$ cat config.mk
export PLATFORM = sky130hd
export DESIGN_NAME = cpuDatapath
export DESIGN_NICKNAME = d
export VERILOG_FILES = /design/src/common/cpuPkg.sv /design/src/common/ctrlIf.sv /design/src/verilog/cpuDatapath.sv /design/src/verilog/memAxiMaster.sv /design/src/result/resultRoute.sv /design/src/execute/aluExecute.sv /design/src/decode/instrDecode.sv /design/src/verilog/regFile.sv
export SDC_FILE = /design/constraint.sdc
export NUM_CORES = 2
export LEC_CHECK = 0
export ABC_AREA = 1
export BUFFER_PORTS_ARGS = -buffer_cell sky130_fd_sc_hd__buf_2
export CAP_MARGIN = 5
export CORE_ASPECT_RATIO = 1.4
export CORE_MARGIN = 3
export CORE_UTILIZATION = 35
export DETAILED_ROUTE_END_ITERATION = 10
export SYNTH_ARGS = -nofsm -noshare
export SYNTH_HDL_FRONTEND = slang
export SYNTH_SLANG_ARGS = --single-unit
$ cat constraint.sdc
create_clock -name Clock -period 17.3 [get_ports Clock]
set_input_delay 0.865 -clock Clock [delete_from_list [all_inputs] [get_ports Clock]]
set_output_delay 0.865 -clock Clock [all_outputs]
set_load 0.03 [all_outputs]
$ cat src/common/cpuPkg.sv
package cpuPkg;

    parameter int DataWidth = 32;

    // instruction fields
    parameter int OpcodeMsb = 31;
    parameter int OpcodeLsb = 27;
    parameter int RaMsb = 26;
    parameter int RaLsb = 23;
    parameter int RbMsb = 22;
    parameter int RbLsb = 19;
    parameter int RcMsb = 18;
    parameter int RcLsb = 15;
    parameter int ImmMsb = 18;
    parameter int ImmLsb = 0;
    parameter int ImmWidth = 19;

    typedef enum logic [4:0] {
        ldi   = 5'b00001,
        st    = 5'b00010,
        add   = 5'b00011,
        sub   = 5'b00100,
        andOp = 5'b00101,
        orOp  = 5'b00110,
        shr   = 5'b00111,
        shl   = 5'b01000,
        neg   = 5'b01001,
        notOp = 5'b01010,
        halt  = 5'b11011
    } opcodeT; // other codes execute as no-op

    typedef enum logic [3:0] {
        Idle, T0, T1, T2, T3, T4, T5, Halted
    } stepT;

    typedef enum logic [2:0] {
        None, Reg, Zlow, Mdr, Imm, Pc
    } busSrcT;

endpackage
$ cat src/common/ctrlIf.sv
interface ctrlIf;
    cpuPkg::busSrcT busSrc;
    logic [3:0] regSel; // register for read or write
    logic regWrite;
    logic yLoad;
    logic zLoad;
    cpuPkg::opcodeT aluOp;
    logic marLoad;
    logic memRead; // single cycle request pulses
    logic memWrite;
    logic [cpuPkg::DataWidth-1:0] immValue;
    logic [cpuPkg::DataWidth-1:0] pcValue;
    logic memDone;

    modport decode (
        output busSrc, regSel, regWrite, yLoad, zLoad, aluOp, marLoad,
        output memRead, memWrite, immValue, pcValue,
        input memDone
    );
    modport exec (input yLoad, zLoad, aluOp);
    modport route (
        input busSrc, marLoad, memRead, memWrite, immValue, pcValue,
        output memDone
    );
    modport regs (input regSel, regWrite);
endinterface

$ cat src/verilog/cpuDatapath.sv
module cpuDatapath #(
    parameter logic [31:0] ResetPc = '0
) (
    input  logic Clock,
    input  logic rst,
    output logic [31:0] araddr,
    output logic arvalid,
    input  logic arready,
    input  logic [31:0] rdata,
    input  logic [1:0] rresp,
    input  logic rvalid,
    output logic rready,
    output logic [31:0] awaddr,
    output logic awvalid,
    output logic [31:0] wdata,
    output logic [3:0] wstrb,
    output logic wvalid,
    input  logic awready,
    input  logic wready,
    input  logic [1:0] bresp,
    input  logic bvalid,
    output logic bready,
    output logic halted
);

    logic [31:0] busValue;
    logic [31:0] readValue;
    logic [31:0] zValue;
    logic [31:0] memAddr;
    logic [31:0] memWdata;
    logic [31:0] memRdata;
    logic memRead, memWrite, memDone;

    ctrlIf ctrl ();

    instrDecode #(.ResetPc(ResetPc)) decode0 (
        .Clock(Clock), .rst(rst), .busValue(busValue), .ctrl(ctrl.decode), .halted(halted)
    );

    aluExecute exec0 (
        .Clock(Clock), .rst(rst), .busValue(busValue), .ctrl(ctrl.exec), .zValue(zValue)
    );

    regFile regs0 (
        .Clock(Clock), .rst(rst), .busValue(busValue), .ctrl(ctrl.regs), .readValue(readValue)
    );

    resultRoute route0 (
        .Clock(Clock), .rst(rst), .ctrl(ctrl.route),
        .readValue(readValue), .zValue(zValue), .busValue(busValue),
        .memAddr(memAddr), .memWdata(memWdata), .memRead(memRead), .memWrite(memWrite),
        .memRdata(memRdata), .memDone(memDone)
    );

    memAxiMaster axi0 (
        .Clock(Clock), .rst(rst),
        .memAddr(memAddr), .memWdata(memWdata), .memRead(memRead), .memWrite(memWrite),
        .memRdata(memRdata), .memDone(memDone),
        .araddr(araddr), .arvalid(arvalid), .arready(arready),
        .rdata(rdata), .rresp(rresp), .rvalid(rvalid), .rready(rready),
        .awaddr(awaddr), .awvalid(awvalid), .awready(awready),
        .wdata(wdata), .wstrb(wstrb), .wvalid(wvalid), .wready(wready),
        .bresp(bresp), .bvalid(bvalid), .bready(bready)
    );

endmodule

$ cat src/verilog/memAxiMaster.sv
module memAxiMaster (
    input  logic Clock,
    input  logic rst,
    input  logic [cpuPkg::DataWidth-1:0] memAddr,
    input  logic [cpuPkg::DataWidth-1:0] memWdata,
    input  logic memRead,
    input  logic memWrite,
    output logic [cpuPkg::DataWidth-1:0] memRdata,
    output logic memDone,
    output logic [31:0] araddr,
    output logic arvalid,
    input  logic arready,
    input  logic [31:0] rdata,
    input  logic [1:0] rresp,
    input  logic rvalid,
    output logic rready,
    output logic [31:0] awaddr,
    output logic awvalid,
    input  logic awready,
    output logic [31:0] wdata,
    output logic [3:0] wstrb,
    output logic wvalid,
    input  logic wready,
    input  logic [1:0] bresp,
    input  logic bvalid,
    output logic bready
);

    typedef enum logic [2:0] {
        MemIdle, ReadAddr, ReadData, WriteAddrData, WriteResp
    } axiStateT;

    axiStateT state;
    logic awPending, wPending; // still unaccepted after this cycle

    assign awPending = awvalid && !awready;
    assign wPending = wvalid && !wready;

    always_ff @(posedge Clock) begin
        if (rst) begin
            state <= MemIdle;
            arvalid <= 1'b0;
            awvalid <= 1'b0;
            wvalid <= 1'b0;
        end else begin
            case (state)
                MemIdle: begin
                    if (memRead) begin
                        arvalid <= 1'b1;
                        state <= ReadAddr;
                    end else if (memWrite) begin
                        awvalid <= 1'b1;
                        wvalid <= 1'b1;
                        state <= WriteAddrData;
                    end
                end
                ReadAddr: begin
                    if (arready) begin
                        arvalid <= 1'b0;
                        state <= ReadData;
                    end
                end
                ReadData: if (rvalid) state <= MemIdle;
                WriteAddrData: begin
                    if (awready) awvalid <= 1'b0;
                    if (wready) wvalid <= 1'b0;
                    if (!awPending && !wPending) state <= WriteResp;
                end
                WriteResp: if (bvalid) state <= MemIdle;
                default: state <= MemIdle;
            endcase
        end
    end

    // word address to byte address, held until the next request
    always_ff @(posedge Clock) begin
        if (state == MemIdle && (memRead || memWrite)) begin
            araddr <= {memAddr[cpuPkg::DataWidth-3:0], 2'b00};
            awaddr <= {memAddr[cpuPkg::DataWidth-3:0], 2'b00};
            wdata <= memWdata;
        end
    end

    assign wstrb = 4'hF;
    assign rready = (state == ReadData);
    assign bready = (state == WriteResp);
    assign memRdata = rdata;
    assign memDone = (state == ReadData && rvalid) || (state == WriteResp && bvalid); // resp ignored

endmodule

$ cat src/result/resultRoute.sv
module resultRoute (
    input  logic Clock,
    input  logic rst,
    ctrlIf.route ctrl,
    input  logic [cpuPkg::DataWidth-1:0] readValue,
    input  logic [cpuPkg::DataWidth-1:0] zValue,
    output logic [cpuPkg::DataWidth-1:0] busValue,
    output logic [cpuPkg::DataWidth-1:0] memAddr,
    output logic [cpuPkg::DataWidth-1:0] memWdata,
    output logic memRead,
    output logic memWrite,
    input  logic [cpuPkg::DataWidth-1:0] memRdata,
    input  logic memDone
);

    logic [cpuPkg::DataWidth-1:0] mar;
    logic [cpuPkg::DataWidth-1:0] mdr;
    logic readPending; // done belongs to a read

    always_comb begin
        case (ctrl.busSrc)
            cpuPkg::Reg:  busValue = readValue;
            cpuPkg::Zlow: busValue = zValue;
            cpuPkg::Mdr:  busValue = mdr;
            cpuPkg::Imm:  busValue = ctrl.immValue;
            cpuPkg::Pc:   busValue = ctrl.pcValue;
            default:      busValue = '0;
        endcase
    end

    always_ff @(posedge Clock) begin
        if (rst) begin
            readPending <= 1'b0;
        end else if (memDone) begin
            readPending <= 1'b0;
        end else if (ctrl.memRead) begin
            readPending <= 1'b1;
        end
    end

    always_ff @(posedge Clock) begin
        if (ctrl.marLoad) mar <= busValue;
        if (memDone && readPending) mdr <= memRdata;
    end

    assign memAddr = mar;
    assign memWdata = busValue; // ra stays on the bus through store T4
    assign memRead = ctrl.memRead;
    assign memWrite = ctrl.memWrite;
    assign ctrl.memDone = memDone;

endmodule

$ cat src/execute/aluExecute.sv
module aluExecute (
    input  logic Clock,
    input  logic rst,
    input  logic [cpuPkg::DataWidth-1:0] busValue,
    ctrlIf.exec ctrl,
    output logic [cpuPkg::DataWidth-1:0] zValue
);

    logic [cpuPkg::DataWidth-1:0] y;
    logic [cpuPkg::DataWidth-1:0] aluResult;
    logic [4:0] shamt;

    assign shamt = busValue[4:0];

    // Y is the first operand, the bus carries the second
    always_comb begin
        case (ctrl.aluOp)
            cpuPkg::add:   aluResult = y + busValue;
            cpuPkg::sub:   aluResult = y - busValue;
            cpuPkg::andOp: aluResult = y & busValue;
            cpuPkg::orOp:  aluResult = y | busValue;
            cpuPkg::shr:   aluResult = y >> shamt; // logical
            cpuPkg::shl:   aluResult = y << shamt;
            cpuPkg::neg:   aluResult = -busValue;
            cpuPkg::notOp: aluResult = ~busValue;
            default:       aluResult = busValue;
        endcase
    end

    always_ff @(posedge Clock) begin
        if (rst) begin
            y <= '0;
        end else if (ctrl.yLoad) begin
            y <= busValue;
        end
    end

    always_ff @(posedge Clock) begin
        if (rst) begin
            zValue <= '0;
        end else if (ctrl.zLoad) begin
            zValue <= aluResult;
        end
    end

endmodule

$ cat src/decode/instrDecode.sv
module instrDecode #(
    parameter logic [cpuPkg::DataWidth-1:0] ResetPc = '0
) (
    input  logic Clock,
    input  logic rst,
    input  logic [cpuPkg::DataWidth-1:0] busValue,
    ctrlIf.decode ctrl,
    output logic halted
);

    cpuPkg::stepT step;
    logic [cpuPkg::DataWidth-1:0] pc;
    logic [cpuPkg::DataWidth-1:0] ir;
    logic memIssued; // request of the current T1 or T4 already sent
    cpuPkg::opcodeT opcode;
    logic [3:0] ra, rb, rc;
    logic isAlu;
    logic issueRead, issueWrite;

    function automatic logic aluClass(cpuPkg::opcodeT op);
        case (op)
            cpuPkg::add, cpuPkg::sub, cpuPkg::andOp, cpuPkg::orOp,
            cpuPkg::shr, cpuPkg::shl, cpuPkg::neg, cpuPkg::notOp: return 1'b1;
            default: return 1'b0;
        endcase
    endfunction

    assign opcode = cpuPkg::opcodeT'(ir[cpuPkg::OpcodeMsb:cpuPkg::OpcodeLsb]);
    assign ra = ir[cpuPkg::RaMsb:cpuPkg::RaLsb];
    assign rb = ir[cpuPkg::RbMsb:cpuPkg::RbLsb];
    assign rc = ir[cpuPkg::RcMsb:cpuPkg::RcLsb];
    assign isAlu = aluClass(opcode);

    assign issueRead = (step == cpuPkg::T1) && !memIssued;
    assign issueWrite = (step == cpuPkg::T4) && (opcode == cpuPkg::st) && !memIssued;

    assign ctrl.memRead = issueRead;
    assign ctrl.memWrite = issueWrite;
    assign ctrl.aluOp = opcode;
    assign ctrl.pcValue = pc;
    assign ctrl.immValue = {{(cpuPkg::DataWidth - cpuPkg::ImmWidth){ir[cpuPkg::ImmMsb]}},
                            ir[cpuPkg::ImmMsb:cpuPkg::ImmLsb]};
    assign halted = (step == cpuPkg::Halted);

    always_ff @(posedge Clock) begin
        if (rst) begin
            step <= cpuPkg::Idle;
            pc <= ResetPc;
            ir <= '0;
            memIssued <= 1'b0;
        end else begin
            if (ctrl.memDone) begin
                memIssued <= 1'b0;
            end else if (issueRead || issueWrite) begin
                memIssued <= 1'b1;
            end
            case (step)
                cpuPkg::Idle: step <= cpuPkg::T0;
                cpuPkg::T0: begin
                    pc <= pc + 1'b1; // word address
                    step <= cpuPkg::T1;
                end
                cpuPkg::T1: if (ctrl.memDone) step <= cpuPkg::T2;
                cpuPkg::T2: begin
                    ir <= busValue;
                    step <= cpuPkg::T3;
                end
                cpuPkg::T3: begin
                    if (isAlu || opcode == cpuPkg::st) step <= cpuPkg::T4;
                    else if (opcode == cpuPkg::halt) step <= cpuPkg::Halted;
                    else step <= cpuPkg::T0; // ldi done, unknown skipped
                end
                cpuPkg::T4: begin
                    if (isAlu) step <= cpuPkg::T5;
                    else if (ctrl.memDone) step <= cpuPkg::T0;
                end
                cpuPkg::T5: step <= cpuPkg::T0;
                cpuPkg::Halted: step <= cpuPkg::Halted; // until reset
                default: step <= cpuPkg::Idle;
            endcase
        end
    end

    always_comb begin
        ctrl.busSrc = cpuPkg::None;
        ctrl.regSel = '0;
        ctrl.regWrite = 1'b0;
        ctrl.yLoad = 1'b0;
        ctrl.zLoad = 1'b0;
        ctrl.marLoad = 1'b0;
        case (step)
            cpuPkg::T0: begin
                ctrl.busSrc = cpuPkg::Pc;
                ctrl.marLoad = 1'b1;
            end
            cpuPkg::T2: ctrl.busSrc = cpuPkg::Mdr;
            cpuPkg::T3: begin
                if (isAlu) begin
                    ctrl.busSrc = cpuPkg::Reg;
                    ctrl.regSel = rb;
                    ctrl.yLoad = 1'b1;
                end else if (opcode == cpuPkg::ldi) begin
                    ctrl.busSrc = cpuPkg::Imm;
                    ctrl.regSel = ra;
                    ctrl.regWrite = 1'b1;
                end else if (opcode == cpuPkg::st) begin
                    ctrl.busSrc = cpuPkg::Imm; // store address
                    ctrl.marLoad = 1'b1;
                end
            end
            cpuPkg::T4: begin
                ctrl.busSrc = cpuPkg::Reg;
                ctrl.regSel = isAlu ? rc : ra; // ra is the store data
                ctrl.zLoad = isAlu;
            end
            cpuPkg::T5: begin
                ctrl.busSrc = cpuPkg::Zlow;
                ctrl.regSel = ra;
                ctrl.regWrite = 1'b1;
            end
            default: ;
        endcase
    end

endmodule

$ cat src/verilog/regFile.sv
module regFile (
    input  logic Clock,
    input  logic rst,
    input  logic [cpuPkg::DataWidth-1:0] busValue,
    ctrlIf.regs ctrl,
    output logic [cpuPkg::DataWidth-1:0] readValue
);

    logic [cpuPkg::DataWidth-1:0] regs [16];

    always_ff @(posedge Clock) begin
        if (rst) begin
            for (int i = 0; i < 16; i++) begin
                regs[i] <= '0;
            end
        end else if (ctrl.regWrite) begin
            regs[ctrl.regSel] <= busValue; // lands at the next edge
        end
    end

    assign readValue = regs[ctrl.regSel];

endmodule

==> results.py <==
metrics = {
    "global_route": {
        "overflow": 0,
        "grt_pass1_vias": 34141,
        "antenna_found_initial": 1,
        "grt_max_degree": 78,
        "track_usage": 0.2521,
        "grt_pass1_wl_mm": 224.4,
    },
    "synthesis": {
        "ys_seq_area_frac": 0.5329,
        "synth_fa_ha_area_frac": 0.03142,
        "async_reset_ff_frac": 0,
        "ys.flop_type": "edfxtp_1",
        "synth_edf_count": 636,
        "synthSimpleGateAreaFrac": 0.2280,
        "yosysMostFrequentCell": "nand2_1",
        "synth_xor_area_frac": 0.002771,
        "ys_seq_elements": 776,
        "muxShareOfSynthArea": 0,
        "synth.distinct_cells": 72,
        "synth_compound_area_frac": 0.1303,
        "synth_top_family_by_area": "simple AND/OR/NAND/NOR gates",
        "synth_top_cell_area_share": 0.4647,
        "synth_warnings": 0,
        "synth_top_cell_by_area": "edfxtp_1",
        "synth_top_cells_by_area": "edfxtp_1, nand2_1, nor2_1",
        "syn_avg_cell_area_um2": 8.665,
        "netlist_top_cells_count": "nand2_1, nor2_1, edfxtp_1",
        "syn_area_mm2": 0.04110,
        "synthCells": 4743,
    },
    "power": {
        "comb_power_share": 0.186,
        "switchingPower_uw": 1487,
        "swShare": 0.3100,
        "pwr_density_cell_mw_per_mm2": 105.8,
        "p_clk_frac": 0.367,
        "p_seq_frac": 0.447,
        "p_leak_uw": 0.01743,
        "peakVddDrop_mv": 0.08759,
        "internal-power_uw": 3309,
    },
    "layout": {
        "nFillCells": 11678,
        "syn_to_final_growth_pct": 10.28,
        "layout-drive-gt1-share": 0.09266,
        "num_antenna_cells": 0,
        "multi_input_area_mm2": 0.01629,
        "nets": 4866,
        "regArea_mm2": 0.02190,
    },
    "sta": {
        "relSlewSlack": 0.2130,
        "skew_ns": 0.04571,
        "min_period_ns": 9.067,
        "period_share": 0.5241,
        "setup_viol": 0,
        "rsz0062_at_grt": "no",
        "holdWs_ns": 0.3718,
        "fin_tns_setup_ns": 0,
        "slew_viol_final": 0,
        "max_slew.worst_pin.slew_ns": 1.176,
        "hold_violations": 0,
        "timing.fmax_ghz": 0.1103,
    },
    "place": {
        "gp_congestion": 1.001,
        "portBuffers": 136,
        "dpl.hpwl_mm": 103.9,
    },
    "routing": {
        "vias": 35375,
        "drc": 0,
        "first_pass_iters": 6,
        "routed_wl_mm": 156.2,
        "drtAntennaViolNets": 0,
        "via_per_inst": 5.632,
        "wl_per_cell_um": 24.87,
        "drt-initial-drc-count": 3579,
    },
    "critical_path": {
        "rr_endpoint": "exec0.zValue[28]",
        "crit_top_cell": "nand2_1",
        "rr_startpoint": "decode0.ir[31]",
        "r2r_cells": 33,
        "r2r_setup_slack_ns": 8.23,
        "required_ns": 17.81,
        "startpoint_type": "register",
        "crit_path_top_delay_cell": "clkinv_1",
        "end_kind": "register",
        "path_class": "reg -> reg",
        "crit_fanout": 57,
        "cp.arrival_ns": 9.58,
        "max_stage_delay_ns": 0.72,
    },
    "worst_hold_path": {
        "hp-start": "rdata[16]",
        "holdPathEnd": "route0.mdr[16]",
        "whs_path_depth": 1,
        "worstHoldPathType": "in -> reg",
    },
    "floorplanning": {
        "start_util": 0.3528,
        "io_pins": 149,
        "core.rowCount": 148,
        "die_w_um": 295.6,
        "dieArea_mm2": 0.1216,
        "die_h_um": 411.4,
        "core-area_mm2": 0.1165,
    },
    "clocking": {
        "cts-htree-levels": 3,
        "cts_sinks": 776,
        "cts_buffers": 75,
        "postCtsResizedCells": 0,
        "tritoncts": "built",
        "worstSkewPairLatency_ns": 0.69,
        "cts_setup_buffers": 0,
        "clockBufferDepth": 3,
        "cts_hold_buf": 0,
        "clk_pin_slew_worst_paths_ns": 0.07,
        "cts-root-buf": "clkbuf_16",
    },
    "status": {
        "outcome": "finished, final reports clean",
    },
    "job": {
        "cap_viol_max_count": 0,
    },
}
==> state kept, by name (all words and copies together) (netlist names), 3 cells and up, named ones only <==
| register | count |
|---|---|
| regs0.regs | 512 |
| axi0.wdata | 32 |
| decode0.ctrl.pcValue | 32 |
| decode0.ir | 32 |
| exec0.y | 32 |
| exec0.zValue | 32 |
| route0.mdr | 32 |
| axi0.awaddr | 30 |
| route0.memAddr | 30 |
| axi0.state | 3 |
| decode0.step | 3 |
==> critical path: cells and delay by family, from the launching register on <==
kind,cells,cell delay (ns)
compound gates,7,1.76
fa+ha+maj,1,0.60
buf+inv,7,2.81
flops,1,0.35
simple gates,18,3.30
==> worst max-delay path by stage <==
stage | from | endpoint | slack [ns] | depth (start not counted)
CTS | decode0.step[2] | exec0.zValue[29] | 8.48 | 29
finish | decode0.ir[31] | exec0.zValue[28] | 8.23 | 33
global route | decode0.step[2] | exec0.zValue[28] | 7.77 | 32
global placement | decode0.step[2] | exec0.zValue[29] | 8.52 | 29
floorplan | decode0.ir[28] | exec0.zValue[22] | 10.66 | 36
detailed placement | decode0.step[2] | exec0.zValue[29] | 8.51 | 29
==> power by group through the flow <==
stage | registers [uW] | logic, uW | clock network, uW
after floorplan | 2210 | 553 | 0
after global placement | 2180 | 870 | 0
after detailed placement | 2180 | 873 | 0
after CTS | 2140 | 877 | 1790
after global routing | 2150 | 960 | 1840
final | 2140 | 892 | 1760
==> routing by layer <==
metal,wire length [um],up-vias,track usage
li1,-,16226,-
met1,54640,16941,0.2773
met2,76010,1693,0.4298
met3,10960,515,0.03731
met4,14600,0,0.2070
met5,0,-,0
==> cell type report <==
type	instances	share of cell area
clock buffers	84	0.04285
clock inverters	53	0.01339
inverters	389	0.03227
multi-input cells	3269	0.3595
flip-flops and latches	776	0.4832
well taps	1500	0.04141
repair buffers	210	0.02733
==> logic make-up after synthesis <==
logic type	count (synthesis)
AO/OA/AOI/OAI	930
other	2
AND/OR/NAND/NOR	2216
XOR/XNOR	13
adder cells (fa/ha/maj)	102
flip-flops	776
buffers and inverters	704
==> cells in the final DEF (no fill, tap or decap), drive strengths merged, types with 12 or more instances in the layout <==
master / count
nand2: 871
nor2: 811
edfxtp: 636
nand3: 386
inv: 375
o21ai: 335
a21oi: 253
buf: 209
o22ai: 206
dfxtp: 140
ha: 100
clkbuf: 85
clkinv: 53
nand3b: 45
nor3: 37
nand4: 34
a211oi: 20
o21a: 16
a221oi: 15
a31oi: 14
nor4: 14
xor2: 12
bufinv: 12
==> per-stage QoR <==
stage / instance area (um^2) / power, uW / instances / setup WS, ns / utilization
floorplan: 41120 / 2766 / 4749 / 10.66 / -
global placement: 42770 / 3049 / 6143 / 8.516 / 0.3672
detailed placement: 42770 / 3056 / 6143 / 8.506 / 0.3672
CTS: 45310 / 4806 / 6280 / 8.479 / 0.3890
global route: 45320 / 4955 / 6281 / 7.772 / 0.3891
finish: 45320 / 4796 / 6281 / 8.233 / 0.3891
Power figures use the tool's default switching activity.
